## src/source/conv_geometry_pkg.sv

```systemverilog
`default_nettype none

package conv_geometry_pkg;

	// Image, kernel and channel sizes
	localparam int image_width = 8;
	localparam int image_height = 8;
	localparam int kernel_size = 3;
	localparam int kernel_area = kernel_size * kernel_size;
	localparam int channel_num_in = 2;
	localparam int channel_num_out = 2;

	// Valid convolution loses kernel_size - 1 on each axis
	localparam int out_width = image_width - kernel_size + 1;
	localparam int out_height = image_height - kernel_size + 1;

	localparam int image_size = image_width * image_height;
	localparam int frame_words = channel_num_in * image_size;
	localparam int weight_words = channel_num_out * channel_num_in * kernel_area;
	localparam int replay_words = channel_num_out * frame_words;
	localparam int out_size = out_width * out_height;
	localparam int out_total = channel_num_out * out_size;

	// Counter widths, image sides are powers of two
	localparam int row_w = $clog2(image_height);
	localparam int col_w = $clog2(image_width);
	localparam int ch_in_w = $clog2(channel_num_in);
	localparam int ch_out_w = $clog2(channel_num_out);
	localparam int pix_addr_w = $clog2(frame_words);
	localparam int wt_addr_w = $clog2(weight_words);
	localparam int rep_w = $clog2(replay_words);
	localparam int out_row_w = $clog2(out_height);
	localparam int out_col_w = $clog2(out_width);
	localparam int out_addr_w = $clog2(out_size);
	localparam int out_cnt_w = $clog2(out_total);

endpackage

`default_nettype wire

```

## src/source/conv_types_pkg.sv

```systemverilog
`default_nettype none

package conv_types_pkg;
	import conv_geometry_pkg::*;

	////////////////////////////////////////////////////////////
	// Data words

	typedef logic signed [7:0] pixel_t;
	typedef logic signed [7:0] weight_t;
	typedef logic signed [15:0] product_t;

	// Holds 18 worst case products without overflow
	typedef logic signed [19:0] accum_t;

	////////////////////////////////////////////////////////////
	// Structs passed between blocks

	// Position of one pixel in the replay stream
	typedef struct packed {
		logic valid;
		logic [ch_in_w-1:0] ch_in;
		logic [ch_out_w-1:0] ch_out;
		logic [row_w-1:0] row;
		logic [col_w-1:0] col;
	} conv_tag_t;

	// Named by row then column, top left is the MSB field
	typedef struct packed {
		weight_t k00, k01, k02;
		weight_t k10, k11, k12;
		weight_t k20, k21, k22;
	} kernel_t;

	typedef struct packed {
		pixel_t p00, p01, p02;
		pixel_t p10, p11, p12;
		pixel_t p20, p21, p22;
	} window_t;

	typedef struct packed {
		logic valid;
		logic [ch_in_w-1:0] ch_in;
		logic [ch_out_w-1:0] ch_out;
		logic [out_row_w-1:0] out_row;
		logic [out_col_w-1:0] out_col;
		accum_t sum;
	} mac_beat_t;

endpackage

`default_nettype wire

```

## src/source/conv_sequencer.sv

```systemverilog
`default_nettype none

module conv_sequencer import conv_geometry_pkg::*, conv_types_pkg::*; (
	input logic clk,
	input logic reset,
	input logic valid_in,
	input logic valid_weight_in,
	output logic pix_wr_en,
	output logic [pix_addr_w-1:0] pix_wr_addr,
	output logic [pix_addr_w-1:0] rd_addr,
	output conv_tag_t tag,
	output logic wt_wr_en,
	output logic [wt_addr_w-1:0] wt_wr_addr,
	output logic [ch_out_w-1:0] kernel_sel_out,
	output logic [ch_in_w-1:0] kernel_sel_in,
	input logic mac_last,
	output logic done
);

	typedef enum logic [1:0] {
		st_idle,
		st_loading,
		st_replaying
	} seq_state_t;

	seq_state_t state;
	logic [rep_w:0] rep_cnt;
	logic [rep_w-1:0] rep_pos;
	logic replay_rd;
	logic [out_cnt_w-1:0] out_cnt;

	// Weights only between frames, pixels until the image is complete
	assign wt_wr_en = valid_weight_in && (state == st_idle);
	assign pix_wr_en = valid_in && (state != st_replaying);

	// Top bit of rep_cnt marks the end of the replay
	assign replay_rd = (state == st_replaying) && !rep_cnt[rep_w];
	assign rep_pos = rep_cnt[rep_w-1:0];
	assign rd_addr = rep_pos[pix_addr_w-1:0];

	// Kernel follows the delayed tag so it changes with the plane's own windows
	assign kernel_sel_out = tag.ch_out;
	assign kernel_sel_in = tag.ch_in;

	////////////////////////////////////////////////////////////
	// Load, replay and output counting

	always_ff @(posedge clk) begin
		if (reset) begin
			state <= st_idle;
			pix_wr_addr <= '0;
			wt_wr_addr <= '0;
			rep_cnt <= '0;
			out_cnt <= '0;
			done <= 1'b0;
		end else begin
			done <= 1'b0;
			if (wt_wr_en) begin
				wt_wr_addr <= (wt_wr_addr == wt_addr_w'(weight_words - 1)) ?
					'0 : wt_wr_addr + 1'b1;
			end
			// Wraps back to zero after the last word of the frame
			if (pix_wr_en)
				pix_wr_addr <= pix_wr_addr + 1'b1;
			if (replay_rd)
				rep_cnt <= rep_cnt + 1'b1;
			case (state)
				st_idle: begin
					if (pix_wr_en)
						state <= st_loading;
				end
				st_loading: begin
					if (pix_wr_en && pix_wr_addr == pix_addr_w'(frame_words - 1)) begin
						state <= st_replaying;
						rep_cnt <= '0;
						out_cnt <= '0;
					end
				end
				st_replaying: begin
					if (mac_last) begin
						out_cnt <= out_cnt + 1'b1;
						if (out_cnt == out_cnt_w'(out_total - 1)) begin
							state <= st_idle;
							done <= 1'b1;
						end
					end
				end
				default: state <= st_idle;
			endcase
		end
	end

	////////////////////////////////////////////////////////////
	// Tag, one cycle behind the read address like the memory data

	always_ff @(posedge clk) begin
		if (reset) begin
			tag <= '0;
		end else begin
			tag.valid <= replay_rd;
			tag.ch_out <= rep_pos[pix_addr_w +: ch_out_w];
			tag.ch_in <= rep_pos[row_w + col_w +: ch_in_w];
			tag.row <= rep_pos[col_w +: row_w];
			tag.col <= rep_pos[col_w-1:0];
		end
	end

endmodule

`default_nettype wire

```

## src/source/input_replay_buffer.sv

```systemverilog
`default_nettype none

module input_replay_buffer import conv_geometry_pkg::*, conv_types_pkg::*; (
	input logic clk,
	input logic wr_en,
	input logic [pix_addr_w-1:0] wr_addr,
	input pixel_t pxl_in,
	input logic [pix_addr_w-1:0] rd_addr,
	output pixel_t pxl_out
);

	// Whole image, all input planes
	pixel_t mem [frame_words];

	always_ff @(posedge clk) begin
		if (wr_en)
			mem[wr_addr] <= pxl_in;
		pxl_out <= mem[rd_addr];
	end

endmodule

`default_nettype wire

```

## src/source/line_window.sv

```systemverilog
`default_nettype none

module line_window import conv_geometry_pkg::*, conv_types_pkg::*; (
	input logic clk,
	input logic reset,
	input pixel_t pxl_in,
	input conv_tag_t tag_in,
	output window_t window,
	output conv_tag_t tag_out
);

	// One image row of delay each, line_2 follows line_1
	pixel_t line_1 [image_width];
	pixel_t line_2 [image_width];

	always_ff @(posedge clk) begin
		if (tag_in.valid) begin
			line_1[0] <= pxl_in;
			line_2[0] <= line_1[image_width-1];
			for (int i = 1; i < image_width; i++) begin
				line_1[i] <= line_1[i-1];
				line_2[i] <= line_2[i-1];
			end

			// Columns move left, the new column enters on the right
			window.p00 <= window.p01;
			window.p01 <= window.p02;
			window.p02 <= line_2[image_width-1];
			window.p10 <= window.p11;
			window.p11 <= window.p12;
			window.p12 <= line_1[image_width-1];
			window.p20 <= window.p21;
			window.p21 <= window.p22;
			window.p22 <= pxl_in;
		end
	end

	// Valid only once the window sits fully inside one plane
	always_ff @(posedge clk) begin
		if (reset) begin
			tag_out <= '0;
		end else begin
			tag_out <= tag_in;
			tag_out.valid <= tag_in.valid &&
				(tag_in.row >= kernel_size - 1) &&
				(tag_in.col >= kernel_size - 1);
		end
	end

endmodule

`default_nettype wire

```

## src/source/weight_store.sv

```systemverilog
`default_nettype none

module weight_store import conv_geometry_pkg::*, conv_types_pkg::*; (
	input logic clk,
	input logic wr_en,
	input logic [wt_addr_w-1:0] wr_addr,
	input weight_t weight_in,
	input logic [ch_out_w-1:0] sel_out,
	input logic [ch_in_w-1:0] sel_in,
	output kernel_t kernel
);

	weight_t mem [weight_words];
	weight_t [kernel_area-1:0] kern_q;
	logic [wt_addr_w-1:0] base;

	// Kernels are stored by output channel, then input channel
	assign base = wt_addr_w'((sel_out * channel_num_in + sel_in) * kernel_area);
	assign kernel = kern_q;

	always_ff @(posedge clk) begin
		if (wr_en)
			mem[wr_addr] <= weight_in;
		// First word of the kernel lands in the top left field
		for (int i = 0; i < kernel_area; i++) begin
			kern_q[kernel_area-1-i] <= mem[base + i];
		end
	end

endmodule

`default_nettype wire

```

## src/source/mac_array.sv

```systemverilog
`default_nettype none

module mac_array import conv_geometry_pkg::*, conv_types_pkg::*; (
	input logic clk,
	input logic reset,
	input window_t window,
	input kernel_t kernel,
	input conv_tag_t tag,
	output mac_beat_t beat
);

	pixel_t [kernel_area-1:0] px;
	weight_t [kernel_area-1:0] wt;
	product_t prod [kernel_area];
	conv_tag_t tag_q;
	accum_t sum;

	// Same field order in both, so index i pairs pixel and weight
	assign px = window;
	assign wt = kernel;

	// Stage 1, nine products
	always_ff @(posedge clk) begin
		for (int i = 0; i < kernel_area; i++) begin
			prod[i] <= product_t'(px[i]) * product_t'(wt[i]);
		end
	end

	always_ff @(posedge clk) begin
		if (reset)
			tag_q <= '0;
		else
			tag_q <= tag;
	end

	always_comb begin
		sum = '0;
		for (int i = 0; i < kernel_area; i++) begin
			sum = sum + accum_t'(prod[i]);
		end
	end

	// Stage 2, sum and output coordinates
	always_ff @(posedge clk) begin
		if (reset) begin
			beat <= '0;
		end else begin
			beat.valid <= tag_q.valid;
			beat.ch_in <= tag_q.ch_in;
			beat.ch_out <= tag_q.ch_out;
			beat.out_row <= out_row_w'(tag_q.row - (kernel_size - 1));
			beat.out_col <= out_col_w'(tag_q.col - (kernel_size - 1));
			beat.sum <= sum;
		end
	end

endmodule

`default_nettype wire

```

## src/source/channel_accumulator.sv

```systemverilog
`default_nettype none

module channel_accumulator import conv_geometry_pkg::*, conv_types_pkg::*; (
	input logic clk,
	input logic reset,
	input mac_beat_t beat,
	output logic valid_out,
	output accum_t pxl_out,
	output logic mac_last
);

	// Partial sums of one output channel, indexed by output position
	accum_t psum [out_size];
	logic [out_addr_w-1:0] psum_addr;
	logic first_plane;
	logic last_plane;
	accum_t total;

	assign psum_addr = out_addr_w'(beat.out_row * out_width + beat.out_col);
	assign first_plane = (beat.ch_in == '0);
	assign last_plane = (beat.ch_in == ch_in_w'(channel_num_in - 1));

	// First plane starts the sum, later planes add to it
	assign total = first_plane ? beat.sum : psum[psum_addr] + beat.sum;

	always_ff @(posedge clk) begin
		if (beat.valid)
			psum[psum_addr] <= total;
		if (beat.valid && last_plane)
			pxl_out <= total;
	end

	always_ff @(posedge clk) begin
		if (reset)
			valid_out <= 1'b0;
		else
			valid_out <= beat.valid && last_plane;
	end

	// Output strobe for the frame counter in the sequencer
	assign mac_last = valid_out;

endmodule

`default_nettype wire

```

## src/source/conv_layer_top.sv

```systemverilog
`default_nettype none

module conv_layer_top import conv_geometry_pkg::*, conv_types_pkg::*; (
	input logic clk,
	input logic reset,
	input logic valid_in,
	input pixel_t pxl_in,
	input logic valid_weight_in,
	input weight_t weight_in,
	output accum_t pxl_out,
	output logic valid_out,
	output logic done
);

	logic pix_wr_en;
	logic [pix_addr_w-1:0] pix_wr_addr;
	logic [pix_addr_w-1:0] rd_addr;
	logic wt_wr_en;
	logic [wt_addr_w-1:0] wt_wr_addr;
	logic [ch_out_w-1:0] kernel_sel_out;
	logic [ch_in_w-1:0] kernel_sel_in;
	logic mac_last;
	pixel_t replay_pxl;
	conv_tag_t seq_tag;
	conv_tag_t win_tag;
	window_t window;
	kernel_t kernel;
	mac_beat_t beat;

	////////////////////////////////////////////////////////////
	// Control and storage

	conv_sequencer conv_sequencer_inst (
		.clk(clk),
		.reset(reset),
		.valid_in(valid_in),
		.valid_weight_in(valid_weight_in),
		.pix_wr_en(pix_wr_en),
		.pix_wr_addr(pix_wr_addr),
		.rd_addr(rd_addr),
		.tag(seq_tag),
		.wt_wr_en(wt_wr_en),
		.wt_wr_addr(wt_wr_addr),
		.kernel_sel_out(kernel_sel_out),
		.kernel_sel_in(kernel_sel_in),
		.mac_last(mac_last),
		.done(done)
	);

	input_replay_buffer input_replay_buffer_inst (
		.clk(clk),
		.wr_en(pix_wr_en),
		.wr_addr(pix_wr_addr),
		.pxl_in(pxl_in),
		.rd_addr(rd_addr),
		.pxl_out(replay_pxl)
	);

	weight_store weight_store_inst (
		.clk(clk),
		.wr_en(wt_wr_en),
		.wr_addr(wt_wr_addr),
		.weight_in(weight_in),
		.sel_out(kernel_sel_out),
		.sel_in(kernel_sel_in),
		.kernel(kernel)
	);

	////////////////////////////////////////////////////////////
	// Convolution and channel sum

	line_window line_window_inst (
		.clk(clk),
		.reset(reset),
		.pxl_in(replay_pxl),
		.tag_in(seq_tag),
		.window(window),
		.tag_out(win_tag)
	);

	mac_array mac_array_inst (
		.clk(clk),
		.reset(reset),
		.window(window),
		.kernel(kernel),
		.tag(win_tag),
		.beat(beat)
	);

	channel_accumulator channel_accumulator_inst (
		.clk(clk),
		.reset(reset),
		.beat(beat),
		.valid_out(valid_out),
		.pxl_out(pxl_out),
		.mac_last(mac_last)
	);

endmodule

`default_nettype wire

```

## config.mk

```make
export PLATFORM = sky130hd
export DESIGN_NAME = conv_layer_top
export DESIGN_NICKNAME = d
export VERILOG_FILES = /design/src/source/conv_geometry_pkg.sv /design/src/source/conv_types_pkg.sv /design/src/source/conv_sequencer.sv /design/src/source/input_replay_buffer.sv /design/src/source/line_window.sv /design/src/source/weight_store.sv /design/src/source/mac_array.sv /design/src/source/channel_accumulator.sv /design/src/source/conv_layer_top.sv
export SDC_FILE = /design/constraint.sdc
export NUM_CORES = 2
export LEC_CHECK = 0
export ABC_AREA = 1
export BUFFER_PORTS_ARGS = -buffer_cell sky130_fd_sc_hd__buf_2
export CAP_MARGIN = 0
export CORE_MARGIN = 3
export CORE_UTILIZATION = 60
export DETAILED_ROUTE_END_ITERATION = 10
export PLACE_DENSITY_LB_ADDON = 0.3
export SLEW_MARGIN = 20
export SYNTH_ARGS = -nofsm -noshare
export SYNTH_HDL_FRONTEND = slang
export SYNTH_SLANG_ARGS = --single-unit
```

## constraint.sdc

```tcl
create_clock -name clk -period 15.67 [get_ports clk]
set_input_delay 3.134 -clock clk [delete_from_list [all_inputs] [get_ports clk]]
set_output_delay 3.134 -clock clk [all_outputs]
set_load 0.005 [all_outputs]
```

==> flow_metrics.py <==
metrics = {
    "outcome": {
        "outcome": "complete, no violations",
    },
    "worst_setup_path": {
        "worstPathRequired_ps": 16170,
        "startpoint_type": "flip-flop",
        "worstReg2RegStart": "mac_array_inst.beat[24]$_SDFF_PP0_",
        "cp.arrival_ps": 7690,
        "worstSetupPathType": "reg -> reg",
        "worstPathMaxFanout": 54,
        "rrSetupSlack_ps": 8480,
        "crit_path_end_kind": "flip-flop",
        "r2r-end": "channel_accumulator_inst.psum[32][16]$_DFFE_PP_",
        "reg2regPathDepth": 19,
    },
    "place": {
        "place.gp.congestion": 0.959,
        "io_buffers": 41,
        "dp.final_hpwl_mm": 218,
    },
    "clock_network": {
        "clk_pin_slew_ps": 60,
        "cts-hold-fix-buffers": 0,
        "insertion_delay_ps": 950,
        "cts-root-buf": "clkbuf_16",
        "clockBufferDepth": 4,
        "ctsHtreeMaxLevel": 5,
        "numClockSinks": 2514,
        "cts_resized": 0,
        "cts_tree": "yes",
        "cts_setup_buffers": 0,
        "cts_buffers": 276,
    },
    "timing": {
        "tns_ps": 0,
        "worst_slew_pin_slew_ps": 1440,
        "slew_viol_final": 0,
        "fin_skew_ps": 102,
        "fin_crit_sh": 0.459,
        "setup_viol": 0,
        "relSlewSlack": 0.0273,
        "max_freq_mhz": 139,
        "rsz0062_at_grt": "no",
        "min_period_ps": 7190,
        "hold_violations": 0,
    },
    "synthesis": {
        "yosys_warnings": 0,
        "netlist-cell-type-count": 62,
        "synth_area_sq_um": 126000,
        "avgSynthCellArea_sq_um": 11.0,
        "async_flop_share": 0,
        "syn-num-nets": 12400,
        "synth_edf_count": 2204,
        "ys.flop_type": "edfxtp_1",
        "synth-seq-cells": 2514,
        "yosysSeqAreaShare": 0.575,
        "synthCells": 11400,
    },
    "min_path": {
        "min_path_type": "reg -> reg",
        "hold_start": "line_window_inst.line_2[7][6]$_DFFE_PP_",
        "whs_path_depth": 0,
        "hold-path-endpoint": "line_window_inst.window[54]$_DFFE_PP_",
    },
    "grt": {
        "grt_max_degree": 198,
        "grt_pass1_wl_mm": 512,
        "grt-ovfl-total": 0,
        "grt_antenna_before_repair": 18,
        "grt_pass1_vias": 83800,
        "grt_usage": 0.311,
    },
    "layout": {
        "syn_to_final_growth_pct": 8.44,
        "layout_commonest_cell": "edfxtp_1",
        "layout-drive-gt1-share": 0.0668,
        "fill_cells": 15200,
        "layout_common_cells": "edfxtp_1, nand2_1, inv_1",
        "num-nets-final": 12100,
    },
    "floorplan": {
        "rows": 167,
        "fp.coreArea_sq_um": 208000,
        "io_pins": 42,
        "die_h_um": 464,
        "start_util": 0.605,
        "die_area_sq_um": 215000,
        "die_x_um": 464,
    },
    "routing": {
        "met2WireLength_mm": 153,
        "drc_errors": 0,
        "first_pass_iters": 7,
        "ant_nets": 0,
        "wl_per_cell_um": 23.8,
        "wirelength_mm": 338,
        "vias_per_cell": 6.06,
        "dr_wl_met3_mm": 37.8,
        "vias": 85900,
        "drt_iter0_drc": 11800,
        "highest_layer": "met5",
        "met1_length_mm": 132,
    },
    "flow_run": {
        "maxCapViolations": 0,
    },
}
==> routing by layer <==
| metal | global-route usage | up-vias |
|---|---|---|
| met4 | 0.124 | 16 |
| met5 | 0 | - |
| met2 | 0.473 | 4719 |
| li1 | - | 38400 |
| met1 | 0.442 | 41900 |
| met3 | 0.0659 | 814 |
==> worst max-delay path, stage by stage, from the launching register on <==
cell     delay (ps)
dfxtp_1         350
ha_1            330
inv_1            60
fa_1            900
nor2_4          150
nand2_2         500
buf_4           720
o22ai_1         140
or2_0           250
o31ai_1         560
nand3_1         180
nor2_1          350
ha_1            350
inv_1           110
o21ai_0         110
a21oi_1         260
o21ai_0         110
a21oi_1         170
nand3_1         140
a31oi_4         890
==> registers in the layout, indices dropped and copies added (netlist names), 9 cells and up <==
signal	cells
line_window_inst.window	45
weight_store_inst.kernel	72
conv_sequencer_inst.rep_cnt	9
line_window_inst.line_1	43
mac_array_inst.beat	28
channel_accumulator_inst.psum	720
channel_accumulator_inst.pxl_out	20
input_replay_buffer_inst.mem	1024
mac_array_inst.prod	144
line_window_inst.line_2	64
weight_store_inst.mem	288
==> Yosys cell counts, types with 95 or more instances <==
master / number / share of area
a21oi_1: 343 / 0.014
buf_2: 172 / 0.0068
clkbuf_1: 373 / 0.011
dfxtp_1: 310 / 0.049
edfxtp_1: 2204 / 0.53
fa_1: 603 / 0.096
ha_1: 335 / 0.033
inv_1: 1338 / 0.040
nand2_1: 1718 / 0.051
nand3_1: 328 / 0.013
nor2_1: 1178 / 0.035
o211ai_1: 202 / 0.012
o21ai_0: 1041 / 0.041
o221ai_1: 137 / 0.0095
o22ai_1: 223 / 0.011
or2_2: 102 / 0.0051
xnor2_1: 97 / 0.0068
xor2_1: 95 / 0.0066
==> area by class of cell <==
class | instances | area, sq um | share of cell area
multi-input cells | 6889 | 45700 | 0.335
clock buffers | 340 | 7330 | 0.0537
clock inverters | 136 | 1300 | 0.00953
diodes | 3 | 7.51 | 0.0000550
repair buffers | 147 | 1060 | 0.00776
inverters | 1361 | 5140 | 0.0377
flip-flops and latches | 2514 | 72400 | 0.531
well taps | 2788 | 3490 | 0.0256
==> how the worst max path moves through the flow <==
stage	end	slack, ps	from
2_1_floorplan	mac_array_inst.beat[18]$_SDFF_PP0_	10000	mac_array_inst.prod[0][1]$_DFF_P_
3_3_place_gp	channel_accumulator_inst.pxl_out[12]$_DFFE_PP_	8790	mac_array_inst.beat[24]$_SDFF_PP0_
3_5_place_dp	channel_accumulator_inst.psum[15][18]$_DFFE_PP_	8700	mac_array_inst.beat[24]$_SDFF_PP0_
4_1_cts	channel_accumulator_inst.psum[33][18]$_DFFE_PP_	8600	mac_array_inst.beat[24]$_SDFF_PP0_
5_1_grt	channel_accumulator_inst.psum[32][16]$_DFFE_PP_	8100	mac_array_inst.beat[24]$_SDFF_PP0_
6_report	channel_accumulator_inst.psum[32][16]$_DFFE_PP_	8480	mac_array_inst.beat[24]$_SDFF_PP0_
==> cell families after synthesis <==
family	share of synthesized area
xor+xnor	0.0135
compound gates	0.104
fa+ha+maj	0.129
simple gates	0.113
flops	0.575
mux	0.000557
buf+inv	0.0645
==> through the flow <==
stage / cells / worst slack [ps] / cell area, sq um / hold slack, ps / util
after global routing: 14200 / 8100 / 136000 / 409 / 0.656
after global placement: 13700 / 8790 / 128000 / 390 / 0.614
after detailed placement: 13700 / 8700 / 128000 / 396 / 0.615
final: 14200 / 8480 / 136000 / 401 / 0.656
after floorplan: 11400 / 10000 / 126000 / 386 / -
after CTS: 14200 / 8600 / 136000 / 399 / 0.656
Power is not shown: default switching activity piles up to over one toggle a cycle in this logic, so the estimate is an artifact.
